### src/logic/cpuPkg.sv
// Shared types, encodings and instruction field positions, imported by every datapath block
`default_nettype none

package cpuPkg;

   // One bus or register word
   typedef logic [31:0] word_t;

   // Register number from an instruction field
   typedef logic [3:0] regIndex_t;

   // Memory word address, sized for the default depth of 512 words
   typedef logic [8:0] memAddress_t;

   // Instruction opcodes in bits 31..27
   typedef enum logic [4:0] {
      LD   = 5'd0,
      ST   = 5'd1,
      ADDI = 5'd2,
      ANDI = 5'd3,
      ORI  = 5'd4,
      HALT = 5'd5
   } opcode_t;

   // Sequencer steps, one clock each
   typedef enum logic [3:0] {
      IDLE,
      T0,
      T1,
      T2,
      T3,
      T4,
      T5,
      T6,
      T7,
      STOPPED
   } step_t;

   typedef enum logic [1:0] {
      ADD,
      AND,
      OR
   } aluOp_t;

   // Instruction field positions
   localparam int OpcodeMsb = 31;
   localparam int OpcodeLsb = 27;
   localparam int RaMsb     = 26;
   localparam int RaLsb     = 23;
   localparam int RbMsb     = 22;
   localparam int RbLsb     = 19;
   // Constant C, sign-extended to a full word
   localparam int ImmMsb    = 18;
   localparam int ImmLsb    = 0;

endpackage

`default_nettype wire
### src/logic/busArbiter.sv
// Resolves which peer drives the shared bus each cycle, by fixed priority on the out-enables
`default_nettype none

module busArbiter (
   input  wire cpuPkg::word_t  pcValue,
   input  wire cpuPkg::word_t  mdrValue,
   input  wire cpuPkg::word_t  zValue,
   input  wire cpuPkg::word_t  regValue,
   input  wire cpuPkg::word_t  immValue,
   input  wire logic           pcOut,
   input  wire logic           mdrOut,
   input  wire logic           zOut,
   input  wire logic           rOut,
   input  wire logic           immOut,
   output cpuPkg::word_t       bus
);

   // Priority order is MDR, Z, register file, PC, immediate
   always_comb begin
      if (mdrOut) begin
         bus = mdrValue;
      end else if (zOut) begin
         bus = zValue;
      end else if (rOut) begin
         bus = regValue;
      end else if (pcOut) begin
         bus = pcValue;
      end else if (immOut) begin
         bus = immValue;
      end else begin
         // Idle bus
         bus = '0;
      end
   end

endmodule

`default_nettype wire

### config.mk
export PLATFORM = sky130hd
export DESIGN_NAME = busArbiter
export DESIGN_NICKNAME = d
export VERILOG_FILES = /design/src/logic/cpuPkg.sv /design/src/logic/busArbiter.sv
export SDC_FILE = /design/constraint.sdc
export NUM_CORES = 1
export LEC_CHECK = 0
export ABC_CLOCK_PERIOD_IN_PS = 800
export BUFFER_PORTS_ARGS = -buffer_cell sky130_fd_sc_hd__buf_2
export CORE_AREA = 2 2 75 77
export DETAILED_ROUTE_END_ITERATION = 6
export DIE_AREA = 0 0 77 79
export PLACE_DENSITY_LB_ADDON = 0.1
export SYNTH_ARGS = -nofsm -noshare
export SYNTH_HDL_FRONTEND = slang
export SYNTH_SLANG_ARGS = --single-unit
### constraint.sdc
create_clock -name vclk -period 0.8
set_input_delay 0.04 -clock vclk [all_inputs]
set_output_delay 0.04 -clock vclk [all_outputs]
set_load 0.05 [all_outputs]
Word level (Yosys, flattened, before mapping)
Index checks and enable logic that the tools add are counted.
{ "word_totals": {"regBits": 0, "out_inout_bits": 32} }
{ "op_classes": {"n_mux": 5} }
{ "op_table": {"columns": ["operator", "n"], "rows": [
  ["32-bit 2-to-1 mux", 5]
]} }

Longest topological paths before layout
{ "depth": {"word_depth": 5, "depth_mapped": 5, "mapped_depth_nobuf": 3} }

Worst setup path after synthesis
Ideal clock, no wire load.
{ "synth_timing": {"path_kind": "input port to output port", "startpoint": "input pcOut", "endpoint": "output bus[10]", "arrival_time_ns": 1.520, "required_time_ns": 0.760, "setup_slack_ns": -0.760, "cell_stages": 5, "n_path_buf": 2, "cell_sequence": "buf_2 nor3b_4 buf_6 a21oi_1 a31oi_1"} }
{ "synth_between": {"elab_chain_cells": 4} }
{ "synth_lines": {"columns": ["item", "line", "source"], "rows": [
  ["start, declared", "busArbiter.sv:10", "input wire logic pcOut,"],
  ["32-bit 2-to-1 mux", "busArbiter.sv:26", "end else if (pcOut) begin"],
  ["32-bit 2-to-1 mux", "busArbiter.sv:24", "end else if (rOut) begin"],
  ["32-bit 2-to-1 mux", "busArbiter.sv:22", "end else if (zOut) begin"],
  ["32-bit 2-to-1 mux", "busArbiter.sv:20", "if (mdrOut) begin"],
  ["end, declared", "busArbiter.sv:15", "output cpuPkg::word_t bus"]
]} }
No other way between the ends.

Final worst setup path
{ "layout_timing": {"startpoint": "input pcOut", "endpoint": "output bus[8]"} }
The elaborated chain is that of the path after synthesis.

==> impl.org <==
** Floorplan
- Top-level port count :: 197
- Core Region :: 5338 sq um
- Measured along the y axis, the die boundary spans 79 microns.
- Initial Utilization :: 20.32%
- Measured along the x axis, the die boundary spans 77 microns.
- The floorplan has 27 rows.
- The die covers 6083 sq um.

** STA
- Count of final max-slew check failures :: 0
- At the pin with the least slew margin, the transition time is 0.3660 ns.
- Share of the cycle needed by the critical path after routing :: 142.2%
- Relative slew slack :: 75.60%
- Across all setup checks in the final design, the least slack found is -0.3376 ns.
- RSZ-0062 raised after global routing :: yes
- Fmax :: 879.1 MHz
- Setup violations remaining at the end of the flow were counted as 32.
- Clock period minus worst slack :: 1.138 ns
- Final hold violations :: 0
- On the final layout, the worst hold slack is 0.5027 ns.

** Finish
- The post-route netlist has 75.53% of its cells at a drive strength greater than 1.
- Layout Cell Area excl Fill :: 3239 sq um
- Synth-to-layout area growth :: 198.6%
- Highest-count cells in the layout ignoring fill and taps :: sky130_fd_sc_hd__buf_2 (163), sky130_fd_sc_hd__buf_6 (36), sky130_fd_sc_hd__nand3b_1 (32), sky130_fd_sc_hd__nand2_1 (32), sky130_fd_sc_hd__a31oi_4 (32)
- The final layout contains a sequential cell count of 0.
- Clock tree buffer count of the final layout :: 0
- Most common library cell in the layout ignoring fill and taps :: sky130_fd_sc_hd__buf_2
- Register cell area after layout :: 0 sq um
- Number of antenna repair diodes :: 0
- Count of nets after finishing :: 547

** Yosys
- Summing every instance area after synthesis gives 1085 sq um.
- In this run the mean area of a mapped cell was 5.740 sq um.
- In the synthesized netlist, the number of instances is 189.
- Register area share after synthesis :: 0%
- Yosys mapped the design onto 14 distinct sky130hd cell types.
- Count of synthesis-stage warnings from yosys :: 0
- Counting every net in the synthesized netlist gives 354.

** Placed design
- At the end of routability-driven placement, the weighted congestion stood at 0.8159.
- Placed standard-cell area :: 2688 sq um
- Once detailed placement completed, the half-perimeter wirelength came to 5267 microns.
- Buffers placed on the I/O ports in this run total 197.
- Prior to clock tree synthesis, the placed netlist has a worst setup slack of -0.4876 ns.

** Setup path
- For the worst setup path, the data required time is 0.76 ns.
- Kind of launch point of the worst setup path :: input pin
- The worst setup path is of the in2out kind.
- Largest driver fanout on the critical path :: 7
- Tracing the worst setup path back leads to its startpoint at pcOut.
- Endpoint class of the critical path :: output pin
- Data on the critical path arrives at its endpoint at 1.10 ns.

** Global routing
- The via count of the first global-routing pass was 2362.
- Global routing used 21.01% of the available tracks.
- Global-route wire length before repair :: 10670 microns
- Entering global routing, the biggest net connects 37 pins.
- Initial antenna violation count :: 0
- Global routing finished with a remaining overflow of 0.

** Run
- Reported max-cap violation count :: 0

** Routing
- After detailed routing, the average wire length per cell comes to 15.01 microns.
- Drt drc :: 0
- Across all layers, the routed design uses 2271 vias.
- Total length of routed wires :: 6783 microns
- Vias/cell :: 5.024
- Post-route ant nets :: 0
- The first detailed-routing pass ran for 4 iterations.
- Number of DRC markers in iteration 0 :: 52

** Pwr
- Power per Cell Area :: 763.4 nW/um^2
- In this run the static leakage power is 1.337 nW.
- IR Drop Worst-Case VDD :: 457.1 uV

** Worst hold path
- The worst hold path begins at regValue[30].
- Class of the worst hold path :: in2out

** Run status
- The checks that failed: setup timing.
- The run finished, with violations left.
==> cell families (layout without fill, tap and decap cells) <==
group                  count (synthesis)  in the layout  synth area share (%)
AOI/OAI and AO/OA                     96             96                 51.56
buffers and inverters                 25            216                 11.53
and+or+nand+nor                       68             68                 36.91
==> critical path: stages <==
cell,delay (ns)
sky130_fd_sc_hd__buf_6,0.10
sky130_fd_sc_hd__nor3b_4,0.18
sky130_fd_sc_hd__buf_6,0.18
sky130_fd_sc_hd__buf_12,0.16
sky130_fd_sc_hd__a21oi_4,0.06
sky130_fd_sc_hd__a31oi_4,0.19
sky130_fd_sc_hd__buf_6,0.18
==> routing by layer <==
metal	vias to the layer above	GRT usage (%)	part of all wire (%)
li1	1122	-	-
met4	0	2.143	0.96
met5	-	0	0
met1	1035	21.71	36
met2	108	44.56	54
met3	6	3.977	8.2
==> layout make-up <==
class | instances | area [sq um]
repair buffers | 215 | 1441
inverters | 1 | 3.754
well taps | 72 | 90.09
multi-input cells | 164 | 1704
fillers | 507 | 2098
==> worst paths after layout <==
check | end | slack, ns | cells after the start
setup / recovery | bus[8] | -0.34 | 7
hold / removal | bus[30] | 0.50 | 4
==> cells in the mapped netlist <==
| cell | instances | area [sq um] |
|---|---|---|
| sky130_fd_sc_hd__inv_1 | 1 | 3.750 |
| sky130_fd_sc_hd__nand2_1 | 32 | 120.1 |
| sky130_fd_sc_hd__nand2b_1 | 1 | 6.260 |
| sky130_fd_sc_hd__or3b_2 | 1 | 8.760 |
| sky130_fd_sc_hd__o22ai_1 | 31 | 193.9 |
| sky130_fd_sc_hd__buf_2 | 7 | 35.03 |
| sky130_fd_sc_hd__nor3b_4 | 1 | 18.77 |
| sky130_fd_sc_hd__nand3b_1 | 32 | 240.2 |
| sky130_fd_sc_hd__or2_2 | 1 | 6.260 |
| sky130_fd_sc_hd__buf_6 | 3 | 33.78 |
| sky130_fd_sc_hd__clkbuf_1 | 14 | 52.55 |
| sky130_fd_sc_hd__o21ai_0 | 1 | 5.000 |
| sky130_fd_sc_hd__a31oi_1 | 32 | 200.2 |
| sky130_fd_sc_hd__a21oi_1 | 32 | 160.2 |
==> where the power goes <==
part | switching [mW] | total [mW] | leakage [nW] | internal, mW
Clock | 0 | 0 | 0 | 0
Sequential | 0 | 0 | 0 | 0
Combinational | 1.39 | 2.47 | 1.34 | 1.08
Total | 1.39 | 2.47 | 1.34 | 1.08
==> timing repair <==
action                                  CTS  global route
endpoints found under the setup margin   32            32
hold buffers                              0             0
gates resized for setup                 127             6
cloned                                    2             0
pin swaps                                 7             6
buffers inserted                          1             0
==> metrics by stage <==
step	std cells	setup TNS, ns	util (%)	total power, mW
after CTS	452	-10.06	60.08	2.465
final	452	-9.881	60.69	2.473
after floorplan	189	-9.489	-	1.385
after global placement	449	-14.25	50.35	2.044
after global routing	452	-11.15	60.69	2.614
after detailed placement	449	-14.49	50.35	2.063
Note: power is estimated with default switching activity, not from simulation.
