==> config.mk <==
export PLATFORM = sky130hd
export DESIGN_NAME = registerFile
export DESIGN_NICKNAME = d
export VERILOG_FILES = /design/src/logic/cpuPkg.sv /design/src/logic/registerFile.sv
export SDC_FILE = /design/constraint.sdc
export NUM_CORES = 1
export LEC_CHECK = 0
export ABC_AREA = 1
export BUFFER_PORTS_ARGS = -buffer_cell sky130_fd_sc_hd__buf_2
export CAP_MARGIN = 20
export CORE_MARGIN = 5
export CORE_UTILIZATION = 50
export DETAILED_ROUTE_END_ITERATION = 16
export PLACE_DENSITY = 0.66
export SETUP_SLACK_MARGIN = 0.1
export SLEW_MARGIN = 5
export SYNTH_ARGS = -nofsm -noshare
export SYNTH_HDL_FRONTEND = slang
export SYNTH_SLANG_ARGS = --single-unit
==> constraint.sdc <==
create_clock -name Clock -period 4.5 [get_ports Clock]
set_clock_uncertainty 0.15 [all_clocks]
set_input_delay 0.675 -clock Clock [delete_from_list [all_inputs] [get_ports Clock]]
set_output_delay 0.675 -clock Clock [all_outputs]
set_load 0.01 [all_outputs]
==> src/logic/cpuPkg.sv <==
// Shared types, encodings and instruction field positions, imported by every datapath block
`default_nettype none

package cpuPkg;

   // One bus or register word
   typedef logic [31:0] word_t;

   // Register number from an instruction field
   typedef logic [3:0] regIndex_t;

   // Memory word address, sized for the default depth of 512 words
   typedef logic [8:0] memAddress_t;

   // Instruction opcodes in bits 31..27
   typedef enum logic [4:0] {
      LD   = 5'd0,
      ST   = 5'd1,
      ADDI = 5'd2,
      ANDI = 5'd3,
      ORI  = 5'd4,
      HALT = 5'd5
   } opcode_t;

   // Sequencer steps, one clock each
   typedef enum logic [3:0] {
      IDLE,
      T0,
      T1,
      T2,
      T3,
      T4,
      T5,
      T6,
      T7,
      STOPPED
   } step_t;

   typedef enum logic [1:0] {
      ADD,
      AND,
      OR
   } aluOp_t;

   // Instruction field positions
   localparam int OpcodeMsb = 31;
   localparam int OpcodeLsb = 27;
   localparam int RaMsb     = 26;
   localparam int RaLsb     = 23;
   localparam int RbMsb     = 22;
   localparam int RbLsb     = 19;
   // Constant C, sign-extended to a full word
   localparam int ImmMsb    = 18;
   localparam int ImmLsb    = 0;

endpackage

`default_nettype wire
==> src/logic/registerFile.sv <==
// Sixteen general registers on the shared bus, addressed through the Ra/Rb fields of the IR
`default_nettype none

module registerFile (
   input  wire logic               Clock,
   input  wire logic               reset,
   input  wire cpuPkg::word_t      bus,
   input  wire cpuPkg::regIndex_t  raField,
   input  wire cpuPkg::regIndex_t  rbField,
   input  wire logic               gra,
   input  wire logic               grb,
   input  wire logic               rIn,
   input  wire logic               rOut,
   input  wire logic               baOut,
   output cpuPkg::word_t           regOut
);
   import cpuPkg::*;

   word_t     regs [16];
   regIndex_t selIndex;

   // Gra wins if both selects are raised
   always_comb begin
      if (gra) begin
         selIndex = raField;
      end else if (grb) begin
         selIndex = rbField;
      end else begin
         selIndex = '0;
      end
   end

   // R0 reads as zero only when used as a base address
   always_comb begin
      regOut = '0;
      if (rOut && !(baOut && selIndex == '0)) begin
         regOut = regs[selIndex];
      end
   end

   always_ff @(posedge Clock) begin
      if (reset) begin
         for (int i = 0; i < 16; i++) begin
            regs[i] <= '0;
         end
      end else if (rIn) begin
         regs[selIndex] <= bus;
      end
   end

endmodule

`default_nettype wire

Word-level counts from Yosys, hierarchy flattened. Memory sizes are Yosys's and may differ from the RTL's. Index checks and enable logic that the tools add are counted.

Bits in registers: 0. Word-level logic and storage cells: 17. Memories: 1. RAM bits: 512. Bits in read-only memories: 0. Latch bits: 0. Input bits: 47.

Div/mod/pow operators: 0. Equal/unequal tests: 0. Shifts and indexed selects: 0. $mul: 0. Bitwise operators: 0. Reduce and logical (&&, ||, !) cells: 5. Order comparisons: 0. Mux-type cells: 11. Add/sub/neg operators: 0.

Memories: regs (depth 16, bits a word 32, rd ports 1, clocked after memory_dff 0, wr ports 16, RTL line registerFile.sv:19) `word_t regs [16];`.

Operators with widths (number): $mux W32 (2); $reduce_or A32 Y1 (1); $mux W4 (3); $mux W1 (6); $logic_not A4 Y1 (1); $logic_and A1 B1 Y1 (2); $logic_not A1 Y1 (1).

Logic depth before layout (Yosys ltp).
Depth after elaboration: 7. Gate-level depth with buffers: 13.

Worst setup path before layout. OpenSTA, ideal clock, no wires.

Path kind: in2reg. Start: input port gra. End: memory regs[11][0] in the netlist's numbering, enable pin. Setup time: 0.389 ns. Buffers on the path: 3. Cell stages on the path: 9. Setup slack: 1.430 ns. Arrival: 2.530 ns. Data required time: 3.961 ns. Cells stage by stage: buf_6 -> inv_2 -> nand2_4 -> nand2_4 -> buf_6 -> nor3_4 -> nand2_4 -> buf_4 -> nand2_1.

RTL lines: start, declared (RTL line registerFile.sv:10) `input wire logic gra,`; end, declared (RTL line registerFile.sv:19).

Final worst setup path.
Start: input port gra. End: output port regOut[11].

Word-level cells in the longest chain between the ends: 6. Elaborated cells on any way between the ends: 7. Those cells by class: mux: 2; reduce/logical: 4; memory: 1.

Ends and longest elaborated chain: $mux W4 (*) (RTL line registerFile.sv:24) `if (gra) begin`; branches (longest 4 deep; another with $mem_v2 Z16 W32); $mux W32 (*) (RTL line registerFile.sv:36) `if (rOut && !(baOut && selIndex == '0)) begin`; end, declared (RTL line registerFile.sv:15) `output cpuPkg::word_t regOut`.

Every way passes the cells marked *.

==> metrics.txt <==
# TYPE chip_impl_metric gauge
chip_impl_info{name="timing.critical_path.slowest_stage_cell",value="sky130_fd_sc_hd__inv_2"} 1
chip_impl_metric{name="synthDominantCellAreaShare",unit="%"} 62.45
chip_impl_metric{name="cts_max_path_buffers",unit=""} 3
chip_impl_metric{name="power-per-cell-area",unit="mW/mm^2"} 404.7
chip_impl_metric{name="dieArea",unit="mm^2"} 0.05378
chip_impl_metric{name="aggregate_negative_setup_slack",unit="ps"} 0
chip_impl_metric{name="syn2layout_area_growth",unit="%"} 11.13
chip_impl_metric{name="timing.critical_path.arrival",unit="ps"} 2910
chip_impl_metric{name="die_height",unit="um"} 231.9
chip_impl_metric{name="tritoncts_num_sinks",unit=""} 512
chip_impl_metric{name="finalSetupViolations",unit=""} 0
chip_impl_info{name="critical_path.startpoint_type",value="input port"} 1
chip_impl_info{name="synth_top_cells_by_count",value="906 x sky130_fd_sc_hd__nand2_1, 671 x sky130_fd_sc_hd__nor2_1, 512 x sky130_fd_sc_hd__edfxtp_1"} 1
chip_impl_metric{name="design.final.nets",unit=""} 2870
chip_impl_info{name="status",value="finished, final reports clean"} 1
chip_impl_metric{name="clk_slew_on_worst_s_h_paths",unit="ps"} 60
chip_impl_metric{name="timing.slew.headroom",unit="%"} 27.27
chip_impl_metric{name="power.static_leakage",unit="nW"} 12.43
chip_impl_metric{name="final_min_period_over_clock_period",unit="%"} 82.92
chip_impl_metric{name="io_pins",unit=""} 79
chip_impl_metric{name="place.gp.congestion",unit=""} 0.8703
chip_impl_metric{name="tritoncts.num_buffers",unit=""} 54
chip_impl_metric{name="post_synth_num_cell_types",unit=""} 18
chip_impl_metric{name="cts-hold-fix-buffers",unit=""} 0
chip_impl_metric{name="port_buffers",unit=""} 78
chip_impl_metric{name="power.share.combinational",unit="%"} 11.7
chip_impl_info{name="crit_top_cell",value="sky130_fd_sc_hd__nand2_1"} 1
chip_impl_metric{name="route.detailed.wl_per_inst",unit="um"} 20.84
chip_impl_metric{name="post_route_cells_drive_above_1_share",unit="%"} 8.881
chip_impl_info{name="top_cells_by_area_in_the_synthesized_netlist",value="sky130_fd_sc_hd__edfxtp_1 62%, sky130_fd_sc_hd__nand2_1 14%, sky130_fd_sc_hd__nor2_1 10%"} 1
chip_impl_info{name="holdCritPathClass",value="input port to flip-flop"} 1
chip_impl_metric{name="worst-slew-pin-transition",unit="ps"} 1089
chip_impl_metric{name="internal-power",unit="mW"} 8.211
chip_impl_metric{name="grt_start_max_net_pins",unit=""} 131
chip_impl_info{name="timing_worst_setup_path_type",value="input port to output pin"} 1
chip_impl_info{name="synth.most_common_cell",value="sky130_fd_sc_hd__nand2_1"} 1
chip_impl_metric{name="sequential_element_share_of_the_synthesized_area",unit="%"} 62.45
chip_impl_metric{name="fin_area",unit="mm^2"} 0.02736
chip_impl_metric{name="seqPwrFrac",unit="%"} 50.6
chip_impl_metric{name="grt_antenna_before_repair",unit=""} 1
chip_impl_metric{name="largest_register_ffs",unit=""} 512
chip_impl_metric{name="hold_viol",unit=""} 0
chip_impl_metric{name="finalCriticalPeriod",unit="ps"} 3732
chip_impl_metric{name="cts_post_setup_buffers_inserted",unit=""} 0
chip_impl_info{name="synth_top_flop_cell",value="sky130_fd_sc_hd__edfxtp_1"} 1
chip_impl_metric{name="final_antenna_net_count",unit=""} 0
chip_impl_metric{name="worstPathRequired",unit="ps"} 3670
chip_impl_info{name="synth_area_leader_cell",value="sky130_fd_sc_hd__edfxtp_1"} 1
chip_impl_metric{name="grt_pass1_wl",unit="um"} 109400
chip_impl_metric{name="switching_share",unit="%"} 25.84
chip_impl_metric{name="synth_enable_flop_cells",unit=""} 512
chip_impl_metric{name="net-switching-power",unit="mW"} 2.862
chip_impl_metric{name="vias_in_the_first_global_route",unit=""} 17970
chip_impl_metric{name="floorplan.initialDensity",unit="%"} 50.40
chip_impl_metric{name="drc_errors",unit=""} 0
chip_impl_metric{name="htree_levels",unit=""} 2
chip_impl_metric{name="asyncSetResetFlopFracSynth",unit="%"} 0
chip_impl_info{name="top_register",value="regs"} 1
chip_impl_metric{name="max_cap_violations",unit=""} 0
chip_impl_metric{name="diodes",unit=""} 0
chip_impl_metric{name="critical_path.max_fanout",unit=""} 35
chip_impl_metric{name="post_drt_via_cell_ratio",unit=""} 5.382
chip_impl_info{name="dominant_delay_contributor_by_cell_family_on_the_critical_path",value="buffers and inverters"} 1
chip_impl_info{name="crit_path_end_kind",value="output pin"} 1
chip_impl_metric{name="report.final.slew_viol_count",unit=""} 0
chip_impl_metric{name="initialDrtViolationCount",unit=""} 2348
chip_impl_metric{name="synthesis.nets",unit=""} 2854
chip_impl_metric{name="grt.total_usage",unit="%"} 27.07
chip_impl_metric{name="dpl.hpwl",unit="um"} 41600
chip_impl_info{name="clk_root_buffer_cell",value="sky130_fd_sc_hd__clkbuf_16"} 1
chip_impl_info{name="clock_tree_from_tritoncts",value="yes"} 1
chip_impl_info{name="largest_registers",value="regs x512"} 1
chip_impl_metric{name="core-area",unit="mm^2"} 0.04885
chip_impl_metric{name="placement.cell_area",unit="mm^2"} 0.02577
chip_impl_metric{name="fmax",unit="MHz"} 268.0
chip_impl_metric{name="whs_path_depth",unit=""} 3
chip_impl_metric{name="crit_cells",unit=""} 11
chip_impl_metric{name="detail_route.wirelength",unit="um"} 73450
chip_impl_metric{name="slowest_delay",unit="ps"} 780
chip_impl_info{name="setup_repair_after_global_routing_missed_its_margin",value="no"} 1
chip_impl_metric{name="worstPathBufferInverterCount",unit=""} 4
chip_impl_metric{name="synth_area",unit="mm^2"} 0.02462
chip_impl_metric{name="syn_inst",unit=""} 2807
chip_impl_metric{name="fillers",unit=""} 4368
chip_impl_metric{name="ys_ff_latch",unit=""} 512
chip_impl_metric{name="detailroute.via_count",unit=""} 18970
chip_impl_metric{name="ir_drop",unit="mV"} 0.3253
chip_impl_metric{name="std_cell_rows",unit=""} 81
chip_impl_metric{name="yosysWarnings",unit=""} 0
chip_impl_metric{name="die_w",unit="um"} 231.9
chip_impl_metric{name="grt_residual_overflow",unit=""} 0
chip_impl_metric{name="p_clk_share",unit="%"} 37.6
chip_impl_metric{name="avgSynthCellArea",unit="um^2"} 8.770
chip_impl_info{name="worstPathCellList",value="buf_2 > nor2_4 > nand2_1 > nand2_1 > inv_2 > nand2_1 > inv_2 > nand2_1 > nand3_1 > nor2_1 > buf_2"} 1
chip_impl_metric{name="cts_resized",unit=""} 0
chip_impl_metric{name="drt_pass1_iterations",unit=""} 5
cells in the final DEF, fill, tap and decap left out:
cell                          n
sky130_fd_sc_hd__nand2_8      1
sky130_fd_sc_hd__nand2_1    887
sky130_fd_sc_hd__nor2_1     671
sky130_fd_sc_hd__nand3_1     43
sky130_fd_sc_hd__edfxtp_1   512
sky130_fd_sc_hd__nand2_4     12
sky130_fd_sc_hd__buf_4       40
sky130_fd_sc_hd__clkinv_2    10
sky130_fd_sc_hd__nand3_2      1
sky130_fd_sc_hd__nor3_2       1
sky130_fd_sc_hd__buf_12      22
sky130_fd_sc_hd__inv_6        1
sky130_fd_sc_hd__inv_2        6
sky130_fd_sc_hd__nor3_4       2
sky130_fd_sc_hd__inv_1      312
sky130_fd_sc_hd__bufinv_16    2
sky130_fd_sc_hd__a21boi_4     2
sky130_fd_sc_hd__nand2_2     17
sky130_fd_sc_hd__nor2_4       4
sky130_fd_sc_hd__clkinv_1    13
sky130_fd_sc_hd__clkbuf_1    13
sky130_fd_sc_hd__o21ai_0    155
sky130_fd_sc_hd__buf_2       78
sky130_fd_sc_hd__clkbuf_16   55
layer usage:
layer,vias up,GRT usage (%),routed length (um)
li1,8738,-,-
met1,9075,37.79,29710
met2,1008,43.25,33520
met3,144,5.197,7801
met4,2,8.660,2403
met5,-,0,13
power groups by stage:
stage	Combinational [mW]	Sequential, mW	Clock, mW
after floorplan	0.799	5.69	0
after global placement	1.27	5.69	0
after detailed placement	1.28	5.70	0
after CTS	1.29	5.61	4.20
after global routing	1.43	5.63	4.40
final	1.30	5.61	4.17
final cells by class:
type / instances / area [um^2] / share of cell area, %
Multi-Input combinational cell: 1796 / 7236 / 26.45
Clock inverter: 25 / 163.9 / 0.5991
Inverter: 319 / 1197 / 4.377
Clock buffer: 68 / 1425 / 5.209
Sequential cell: 512 / 15370 / 56.20
Timing Repair Buffer: 140 / 1131 / 4.134
Tap cell: 664 / 830.8 / 3.037
logic make-up after synthesis:
kind of cell           Yosys count  synth area share [%]
flip-flops                     512                 62.45
buffers and inverters          499                 8.508
AND/OR/NAND/NOR               1639                 25.80
AO/OA/AOI/OAI                  157                 3.243
worst paths after layout:
path / start / end / slack (ps)
max: gra / regOut[11] / 770
min: bus[19] / regs[7][19]$_SDFFCE_PN0P_ / 470
per-stage QoR:
stage,hold WS (ps),setup WS (ps),power (mW),cells,util (%)
floorplan,800.8,1430,6.485,2807,-
global placement,1082,871.6,6.965,3431,52.75
detailed placement,1090,851.3,6.985,3431,52.75
CTS,446.1,840.0,11.09,3524,56.01
global route,487.3,630.0,11.46,3524,56.01
finish,465.2,768.5,11.07,3524,56.01
(Power assumes the default switching activity.)
