### config.mk
export PLATFORM = sky130hd
export DESIGN_NAME = alu
export DESIGN_NICKNAME = d
export VERILOG_FILES = /design/src/logic/cpuPkg.sv /design/src/logic/alu.sv
export SDC_FILE = /design/constraint.sdc
export NUM_CORES = 1
export LEC_CHECK = 0
export ABC_AREA = 1
export BUFFER_PORTS_ARGS = -buffer_cell sky130_fd_sc_hd__buf_4
export CORE_MARGIN = 3
export CORE_UTILIZATION = 28
export CTS_BUF_LIST = sky130_fd_sc_hd__clkbuf_4 sky130_fd_sc_hd__clkbuf_8
export DETAILED_ROUTE_END_ITERATION = 8
export GPL_ROUTABILITY_DRIVEN = 0
export PLACE_DENSITY = 0.5
export SLEW_MARGIN = 10
export SYNTH_ARGS = -nofsm -noshare
export SYNTH_HDL_FRONTEND = slang
export SYNTH_SLANG_ARGS = --single-unit
### constraint.sdc
create_clock -name Clock -period 5.2 [get_ports Clock]
set_input_delay 0.52 -clock Clock [delete_from_list [all_inputs] [get_ports Clock]]
set_output_delay 0.52 -clock Clock [all_outputs]
set_load 0.03 [all_outputs]
### src/logic/cpuPkg.sv
// Shared types, encodings and instruction field positions, imported by every datapath block
`default_nettype none

package cpuPkg;

   // One bus or register word
   typedef logic [31:0] word_t;

   // Register number from an instruction field
   typedef logic [3:0] regIndex_t;

   // Memory word address, sized for the default depth of 512 words
   typedef logic [8:0] memAddress_t;

   // Instruction opcodes in bits 31..27
   typedef enum logic [4:0] {
      LD   = 5'd0,
      ST   = 5'd1,
      ADDI = 5'd2,
      ANDI = 5'd3,
      ORI  = 5'd4,
      HALT = 5'd5
   } opcode_t;

   // Sequencer steps, one clock each
   typedef enum logic [3:0] {
      IDLE,
      T0,
      T1,
      T2,
      T3,
      T4,
      T5,
      T6,
      T7,
      STOPPED
   } step_t;

   typedef enum logic [1:0] {
      ADD,
      AND,
      OR
   } aluOp_t;

   // Instruction field positions
   localparam int OpcodeMsb = 31;
   localparam int OpcodeLsb = 27;
   localparam int RaMsb     = 26;
   localparam int RaLsb     = 23;
   localparam int RbMsb     = 22;
   localparam int RbLsb     = 19;
   // Constant C, sign-extended to a full word
   localparam int ImmMsb    = 18;
   localparam int ImmLsb    = 0;

endpackage

`default_nettype wire
### src/logic/alu.sv
// ALU with its Y operand register and Z result register, fed and drained through the bus
`default_nettype none

module alu (
   input  wire logic             Clock,
   input  wire logic             reset,
   input  wire cpuPkg::word_t    bus,
   input  wire logic             yIn,
   input  wire logic             zIn,
   input  wire cpuPkg::aluOp_t   aluOp,
   output cpuPkg::word_t         zValue
);
   import cpuPkg::*;

   word_t yValue;
   word_t result;

   // Second operand comes straight off the bus
   always_comb begin
      unique case (aluOp)
         AND:     result = yValue & bus;
         OR:      result = yValue | bus;
         default: result = yValue + bus;
      endcase
   end

   always_ff @(posedge Clock) begin
      if (reset) begin
         yValue <= '0;
         zValue <= '0;
      end else begin
         if (yIn) begin
            yValue <= bus;
         end
         if (zIn) begin
            zValue <= result;
         end
      end
   end

endmodule

`default_nettype wire

After elaboration in Yosys (flattened, before gate mapping):

Cells that the tools add are included.

* register bits after elaboration: 64
* bits in writable memories: 0
* latch bits: 0
* output and inout port bits: 32
* memories kept: 0
* input bits: 38
* memory bits (read-only): 0

* equal/unequal tests: 2
* muxes and demuxes: 1
* add/subtract/negate cells: 1
* magnitude comparators: 0
* $mul: 0
* shift-type cells: 0
* divide/modulo/power cells: 0
* reduce and logical (&&, ||, !) cells: 0
* bitwise gates (word level): 2

Operators with widths (count)
* 32-bit one-hot mux with 2 select lines: 1
* 32-bit adder: 1
* 32-bit bitwise AND: 1
* 32-bit bitwise OR: 1
* 2-bit by 1-bit equality test with 1-bit output (second input constant): 1
* 2-bit equality test (second input constant): 1

Depth between registers and ports, before layout:

Gate-level depths: netlist of the first run.

* depth after elaboration: 2
* mapped depth: 14
* depth with buffers taken out: 14

Least setup slack after synthesis of the first run:

OpenSTA, ideal clock, no wires.

* path type: input-to-reg
* from: in bus[0]
* to: reg zValue[16]
* path buffers: 0
* stages on the path: 10
* required time: 5.130 ns
* path slack: 3.182 ns
* arrival time: 1.948 ns
* path through: ha_1 -> fa_1 -> nand3_1 -> nand3_2 -> nand2_1 -> nand3_1 -> a21oi_2 -> and2_1 -> o21ai_1 -> a21oi_1

* word-level cells in the longest chain between the ends: 2

RTL lines
* from (decl): line alu.sv:7 `input wire cpuPkg::word_t bus,`
* 32-bit adder: line alu.sv:23 `default: result = yValue + bus;`
* 32-bit one-hot mux with 2 select lines: line alu.sv:20 `unique case (aluOp)`
* to (signal assigned): line alu.sv:36 `zValue <= result;`
* to (decl): line alu.sv:11 `output cpuPkg::word_t zValue`

Every way passes these cells.
A chain may end at the register's enable or synchronous reset.

Worst setup path after layout of the first run:

* from: in aluOp[0]
* to: reg zValue[4]

* word-level cells in the longest chain between the ends: 2

RTL lines
* from (decl): line alu.sv:10 `input wire cpuPkg::aluOp_t aluOp,`
* 2-bit equality test / 2-bit by 1-bit equality test with 1-bit output (equally long branches): line alu.sv:20
* 32-bit one-hot mux with 2 select lines *: line alu.sv:20

Every way passes the cells marked *; elsewhere a longest branch is shown, timed or not.

==> results of run 1 <==
-- placed cells by master (no fill, tap or decap), drive strengths merged --
master and count:
nand2 211, xnor2 2, inv 158, o211ai 1, o21ai 89, clkinv 4
ha 66, o22ai 8, xor2 5, a21oi 133, fa 1, o21bai 4
nand4 5, nand3 40, nor3 4, clkbuf 11, nand3b 5, and2 3
buf 74, dfxtp 64, nor2 67
-- layout make-up --
type	instances	share of cell area [%]
tap	265	5.06
sequential	64	19.6
timing repair buffer	74	8.48
clock inverter	2	0.153
inverter	160	9.17
multi-input combinational	644	55.5
clock buffer	11	2.12
-- final timing paths --
| path | cells past startpoint | slack [ns] | startpoint | end |
|---|---|---|---|---|
| worst max-delay path | 10 | 2.50 | aluOp[0] | zValue[4] |
| worst min register to register | 2 | 0.46 | zValue[20] | zValue[20] |
| worst max register to register | 10 | 3.09 | yValue[0] | zValue[16] |
| worst min-delay path | 2 | 0.41 | reset | zValue[26] |
-- worst max-delay path, delay by kind of cell --
kind / cells / cell delay, ns
compound gates: 4 / 0.68
fa+ha+maj: 1 / 0.27
buf+inv: 5 / 1.52
-- stage by stage --
stage / hold slack, ns / cell area, sq um / std cells / power (mW) / utilization [%]
after floorplan: 0.516 / 5640 / 899 / 0.939 / -
after global placement: 0.464 / 6400 / 1207 / 1.11 / 32.7
after detailed placement: 0.459 / 6400 / 1207 / 1.11 / 32.7
after CTS: 0.399 / 6550 / 1220 / 1.50 / 33.4
after global routing: 0.417 / 6550 / 1220 / 1.59 / 33.4
final: 0.411 / 6550 / 1220 / 1.48 / 33.4
-- state kept, by name, summed over array words and instances, names as in the netlist --
name and cells:
yValue 32, zValue 32
-- power by group --
group	total (mW)	switching, mW	internal, mW
logic	0.546	0.358	0.188
registers	0.556	0.0264	0.529
clock network	0.381	0.206	0.174
-- cells by family (layout without fill, tap and decap cells) --
kind of cell	after synthesis	after routing	synth area share, %
compound gates	235	235	22.3
flops	64	64	22.7
fa+ha+maj	67	67	15.0
buf+inv	191	247	12.8
xor+xnor	7	7	1.09
simple gates	335	335	26.0
-- metal layers --
metal / vias to the layer above / share of wire, %
met4: 0 / 1.8
li1: 2974 / -
met3: 17 / 5.1
met5: - / 0
met1: 2523 / 51
met2: 119 / 42
==> results by group, run 1 <==
CTS
  – Clock latency on the worst-skew pair: ~0.37 ns
  – CTS root buffer: clkbuf_8
  – Clk buf depth: 2
  – Reg clk slew, reported paths: 0.07 ns
  – Post-cts gate resize count: 0
  – Clock sinks: 64
  – Hold buffer count at CTS: 0
  – Post-CTS Setup Repair Bufs: 0
  – Inserted Clock Buffers: 9
  – H-tree Lvls: 3
  – CTS tree: yes

Routing
  – Drc violations: 0
  – Total wire length: 17500 microns
  – Vias/cell: 4.62
  – Drt pass-1 iters: 5
  – Vias post-DR: 5633
  – Detail Route Antenna Nets: 0
  – First DRT Iteration DRCs: 430
  – Detailed-route wire length per cell: 14.4 microns

Synth
  – Mapped Area: 0.00564 sq mm
  – Syn. warnings: 0
  – Post-synth EDFFs: 0
  – Most frequent cells after synthesis: 191 x nand2_1, 152 x inv_1, 123 x a21oi_1
  – Most used DFF post-synth: dfxtp_1
  – Seq/Total Area, Yosys: 22.7%
  – Unique masters post-synth: 33
  – Share of async-settable or async-resettable flops after synthesis: 0%
  – Largest area contributor in the netlist: dfxtp_1
  – Count leader, synth: nand2_1
  – Top area cells in the synthesized netlist: dfxtp_1 23%, ha_1 15%, nand2_1 13%, a21oi_1 11%, inv_1 10%
  – Top cell type's share of synthesized area: 22.7%
  – Number of synthesized register bits: 64
  – Synth Instances: between 800 and 900
  – Post-Syn Nets: roughly 1000
  – Synth Area per Inst: 6.27 sq um

Setup path
  – Crit path max fanout: 34
  – CP Data Arrival Time: 3.01 ns
  – Critical Path Max Stage Delay: 0.98 ns
  – Path type of the worst setup path: input pin to flop
  – Critical path's slowest cell: clkinv_1
  – Setup crit end kind: flop
  – Crit path required time: 5.52 ns
  – Critical path cell sequence: buf_4 > inv_1 > ha_1 > buf_4 > clkinv_1 > o21ai_0 > a21oi_1 > o21ai_0 > o211ai_1 > inv_1
  – Worst Setup Start Kind: input pin

Placed design
  – Port-buffer cells: 69
  – Dpl hpwl: around 13000 microns
  – Worst slack, placed: 2.08 ns

STA
  – # setup viols final: 0
  – RSZ-0062 raised after global routing: no
  – Worst slew margin relative to its limit: 24.9%
  – Final Max Tran Viols: 0
  – Minimum clock period: 2.70 ns
  – Peak Freq: 371 MHz
  – Final Hold Fails: 0
  – Worst setup margin: 2.50 ns
  – Period utilisation layout: 51.9%
  – Worst slew pin tran: 1.12 ns
  – Setup TNS: 0 ns
  – Final Skew: 0.00676 ns

Min path
  – HP Class: input pin to flop

GRT
  – Met1 Track Usage GR: approximately a quarter
  – GRT Total Usage: between 15 and 20%
  – First-pass GRT wire length: ~29000 microns
  – Routing usage on met3: 2.88%
  – GRT overflow: 0
  – Top Usage Layer GRT: met2
  – Largest net degree at the start of global routing: 65
  – GR Util met2: about a quarter
  – Vias in the first global route: 5461
  – Initial antenna violation count: 0

Floorplan
  – Die H: around 150 microns
  – Die Footprint: 0.0219 sq mm
  – Core box area: 0.0196 sq mm
  – Rows: 51
  – Num ports: 70
  – Initial Util: 28.8%
  – Die W: 148 microns

Finish
  – Layout cell share with drive strength beyond 1: 14.7%
  – Area of the multi-input gates: between 0.003 and 0.004 sq mm
  – Area grow syn2layout: 16.2%
  – Layout net count: 1058
  – Filler cell count: between 2000 and 2500
  – Ant. Diodes: 0
  – FF+latch area: 0.00128 sq mm

Power
  – Power per cell area: roughly 230 mW/mm^2
  – Leak: 3.34 nW
  – Worst vdd ir: 0.0898 mV

Status
  – Status: finished clean

Job
  – Max Cap Violations: 0
Note: power is estimated with default switching activity, not from simulation.
==> run 2: changes to the inputs <==
--- a/config.mk
+++ b/config.mk
@@ -5,14 +5,14 @@
 export SDC_FILE = /design/constraint.sdc
 export NUM_CORES = 1
 export LEC_CHECK = 0
-export ABC_AREA = 1
+export ABC_AREA = 0
 export BUFFER_PORTS_ARGS = -buffer_cell sky130_fd_sc_hd__buf_4
 export CORE_MARGIN = 3
 export CORE_UTILIZATION = 28
 export CTS_BUF_LIST = sky130_fd_sc_hd__clkbuf_4 sky130_fd_sc_hd__clkbuf_8
 export DETAILED_ROUTE_END_ITERATION = 8
 export GPL_ROUTABILITY_DRIVEN = 0
-export PLACE_DENSITY = 0.5
+export PLACE_DENSITY = 0.51
 export SLEW_MARGIN = 10
 export SYNTH_ARGS = -nofsm -noshare
 export SYNTH_HDL_FRONTEND = slang
==> constraint.sdc (replaced) <==
create_clock -name Clock -period 2.8 [get_ports Clock]
set_input_delay 0.28 -clock Clock [delete_from_list [all_inputs] [get_ports Clock]]
set_output_delay 0.28 -clock Clock [all_outputs]
set_load 0.03 [all_outputs]
==> run 2 against run 1 <==
Register-to-register slack lost 3.0 ns; cell count is 19% lower; design area fell by 3.2%; worst setup slack worse by 2.4 ns; clock skew is 0.0041 ns higher.
==> results by group, run 2 <==
Synth
  – Synth Area per Inst: 7.58 sq um (+21%)
  – Largest area contributor in the netlist: dfxtp_1
  – Seq/Total Area, Yosys: 24.8% (+2.1 points)
  – Number of synthesized register bits: 64 (unchanged)
  – Share of async-settable or async-resettable flops after synthesis: 0% (unchanged)
  – Top area cells in the synthesized netlist: dfxtp_1 25%, ha_1 16%, mux2i_1 7.2%, nor2_1 6.5%, inv_1 5.2%
  – Top cell type's share of synthesized area: 24.8% (+2.1 points)
  – Syn. warnings: 0 (unchanged)
  – Mapped Area: 0.00516 sq mm (-8.4%)
  – Post-Syn Nets: 786 (-22%)
  – Post-synth EDFFs: 0 (unchanged)
  – Synth Instances: 681 (-24%)
  – Count leader, synth: nor2_1
  – Unique masters post-synth: 52 (+58%)
  – Most frequent cells after synthesis: 89 x nor2_1, 72 x inv_1, 66 x ha_1
  – Most used DFF post-synth: dfxtp_1

CTS
  – Clock sinks: 64 (unchanged)
  – Post-CTS Setup Repair Bufs: 0 (unchanged)
  – Clock latency on the worst-skew pair: 0.37 ns (about the same)
  – Clk buf depth: 2 (unchanged)
  – Reg clk slew, reported paths: 0.08 ns (about the same)
  – Hold buffer count at CTS: 0 (unchanged)
  – CTS tree: yes
  – CTS root buffer: clkbuf_8
  – Inserted Clock Buffers: 9 (unchanged)
  – H-tree Lvls: 3 (unchanged)

Setup path
  – Path type of the worst setup path: flop to flop
  – Reg-to-reg critical path endpoint: zValue[27]
  – Cells on worst reg2reg path: 10 (unchanged)
  – Critical path startpoint: yValue[5]
  – R2R setup slack: 0.14 ns (-2.95 ns)
  – Crit path required time: 3.06 ns (-2.46 ns)
  – Critical path endpoint: zValue[27]
  – Setup crit end kind: flop
  – Crit path max fanout: 5 (-85%)
  – Reg2Reg Launch Point: yValue[5]
  – Worst Setup Start Kind: flop
  – CP Data Arrival Time: 2.92 ns (-0.09 ns)

GRT
  – GRT Total Usage: 15.6% (-0.67 points)
  – Vias in the first global route: 4649 (-15%)
  – GRT overflow: 0 (unchanged)
  – Initial antenna violation count: 0 (unchanged)
  – Largest net degree at the start of global routing: 33 (-49%)
  – First-pass GRT wire length: 25100 microns (-13%)

Finish
  – Filler cell count: 1979 (-11%)
  – Ant. Diodes: 0 (unchanged)
  – Regs by FF count: yValue x32, zValue x32
  – Most common cell after layout, fill and taps aside: buf_4
  – Layout cell share with drive strength beyond 1: 17.6% (+3.0 points)
  – Layout net count: 865 (-18%)
  – Finished Layout Cells: 994 (-19%)
  – Area grow syn2layout: 22.8%
  – Commonest non-fill, non-tap cells in the layout: 103 x buf_4, 89 x nor2_1, 72 x inv_1

Power
  – Tot Pwr: 2.84 mW (+92%)
  – Worst vdd ir: 0.188 mV (+110%)
  – Power per cell area: 448 mW/mm^2 (+98%)
  – Leak: 3.00 nW (-10%)

STA
  – Final Max Tran Viols: 0 (unchanged)
  – Period utilisation layout: 95.1%
  – Peak Freq: 376 MHz
  – # setup viols final: 0 (unchanged)
  – Worst slew margin relative to its limit: 54.2% (+29 points)
  – WHS: 0.168 ns (-0.244 ns)
  – Setup TNS: 0 ns (unchanged)
  – Minimum clock period: 2.66 ns
  – Worst slew pin tran: 0.687 ns (-0.434 ns)
  – Final Skew: 0.0108 ns (+0.00406 ns)
  – Final Hold Fails: 0 (unchanged)
  – RSZ-0062 raised after global routing: no

Routing
  – Total wire length: 15100 microns (-14%)
  – Vias/cell: 4.85 (+4.9%)
  – First DRT Iteration DRCs: 258 (-40%)
  – Drc violations: 0 (unchanged)
  – Drt pass-1 iters: 5 (unchanged)
  – Detail Route Antenna Nets: 0 (unchanged)
  – Vias post-DR: 4816 (-15%)
  – Detailed-route wire length per cell: 15.2 microns (+5.5%)

Job
  – Max Cap Violations: 0 (unchanged)

Floorplan
  – Initial Util: 28.6% (-0.13 points)
  – Die W: 142 microns (-4.1%)
  – Num ports: 70 (unchanged)
  – Core box area: 0.0180 sq mm (-8.0%)
  – Rows: 49 (-3.9%)
  – Die Footprint: 0.0201 sq mm (-8.1%)
  – Die H: 142 microns (-4.1%)

Placed design
  – Dpl hpwl: 11400 microns (-14%)
  – Placed Cells: 978 (-19%)
  – Port-buffer cells: 69 (unchanged)

Status
  – Status: finished clean

Min path
  – HP Class: input pin to flop
==> run 2: cell types whose count changed after synthesis, sizes merged, moves of 13 or more <==
cell / before / now
nor2: 67 / 89
xnor2: 2 / 15
a211oi: 0 / 15
nand3: 40 / 7
nand2: 211 / 49
mux2i: 0 / 37
a21o: 0 / 18
o21ai: 89 / 55
inv: 158 / 72
a21oi: 133 / 48
==> run 2: logic make-up (layout without fill, tap and decap cells) <==
kind of cell,after synthesis,in the layout,synth area share (%)
AND/OR/NAND/NOR,197,197,17.1
XOR/XNOR,28,28,4.75
multiplexers,37,37,7.17
adder cells (fa/ha/maj),67,67,16.4
flip-flops,64,64,24.8
buffers and inverters,107,191,7.83
AO/OA/AOI/OAI,181,181,21.9
==> run 2: critical path: stages, from the launching register on <==
cell and delay (ns):
dfxtp_1 0.35, inv_1 0.05, ha_1 0.31, a21o_1 0.20
a221o_1 0.37, o21a_1 0.20, or3_4 0.41, a31oi_2 0.23
o21ai_0 0.16, xnor2_1 0.19, o21ai_0 0.09
==> run 2: area by class of cell <==
| cell class | instances | area [sq um] | area share (%) |
|---|---|---|---|
| timing repair buffer | 103 | 773 | 12.2 |
| clock buffer | 11 | 151 | 2.39 |
| tap | 229 | 287 | 4.52 |
| inverter | 72 | 270 | 4.26 |
| multi-input combinational | 510 | 3520 | 55.6 |
| sequential | 64 | 1280 | 20.2 |
| clock inverter | 5 | 55.1 | 0.868 |
==> run 2: how the worst min path moves through the flow <==
stage / startpoint / endpoint / slack [ns] / cells past startpoint
6_report: bus[10] / yValue[10] / 0.17 / 3
5_1_grt: bus[18] / yValue[18] / 0.17 / 3
4_1_cts: bus[14] / yValue[14] / 0.15 / 3
3_5_place_dp: zValue[18] / zValue[18] / 0.45 / 1
3_3_place_gp: zValue[18] / zValue[18] / 0.45 / 1
2_1_floorplan: bus[0] / yValue[0] / 0.43 / 2
==> run 2: power by group <==
group,leakage (nW),internal (mW),switching (mW)
sequential,0.529,0.980,0.0484
combinational,2.37,0.400,0.548
clock,0.101,0.456,0.406
total,3.00,1.84,1.00
==> run 2: per-stage QoR <==
stage / util, % / setup slack, ns / cell area, sq um
2_1_floorplan: - / 0.113 / 5160
3_3_place_gp: 33.8 / -0.120 / 6090
3_5_place_dp: 33.8 / -0.159 / 6090
4_1_cts: 35.0 / 0.0144 / 6300
5_1_grt: 35.2 / 0.00121 / 6340
6_report: 35.2 / 0.138 / 6340
==> run 2: what timing repair did <==
action                     4_1_cts  5_1_grt
setup endpoints to repair        2       12
gates resized for setup          2        9
hold endpoints to repair         0        0
pin swaps                        0        2
==> run 2: metal layers <==
layer	track usage (%)	part of all wire (%)	up-vias	routed length [microns]
met1	22.0	50	2224	7560
met5	0	0	-	0
li1	-	-	2484	-
met4	5.71	2.1	0	309
met3	3.10	4.3	15	645
met2	23.6	43	93	6550
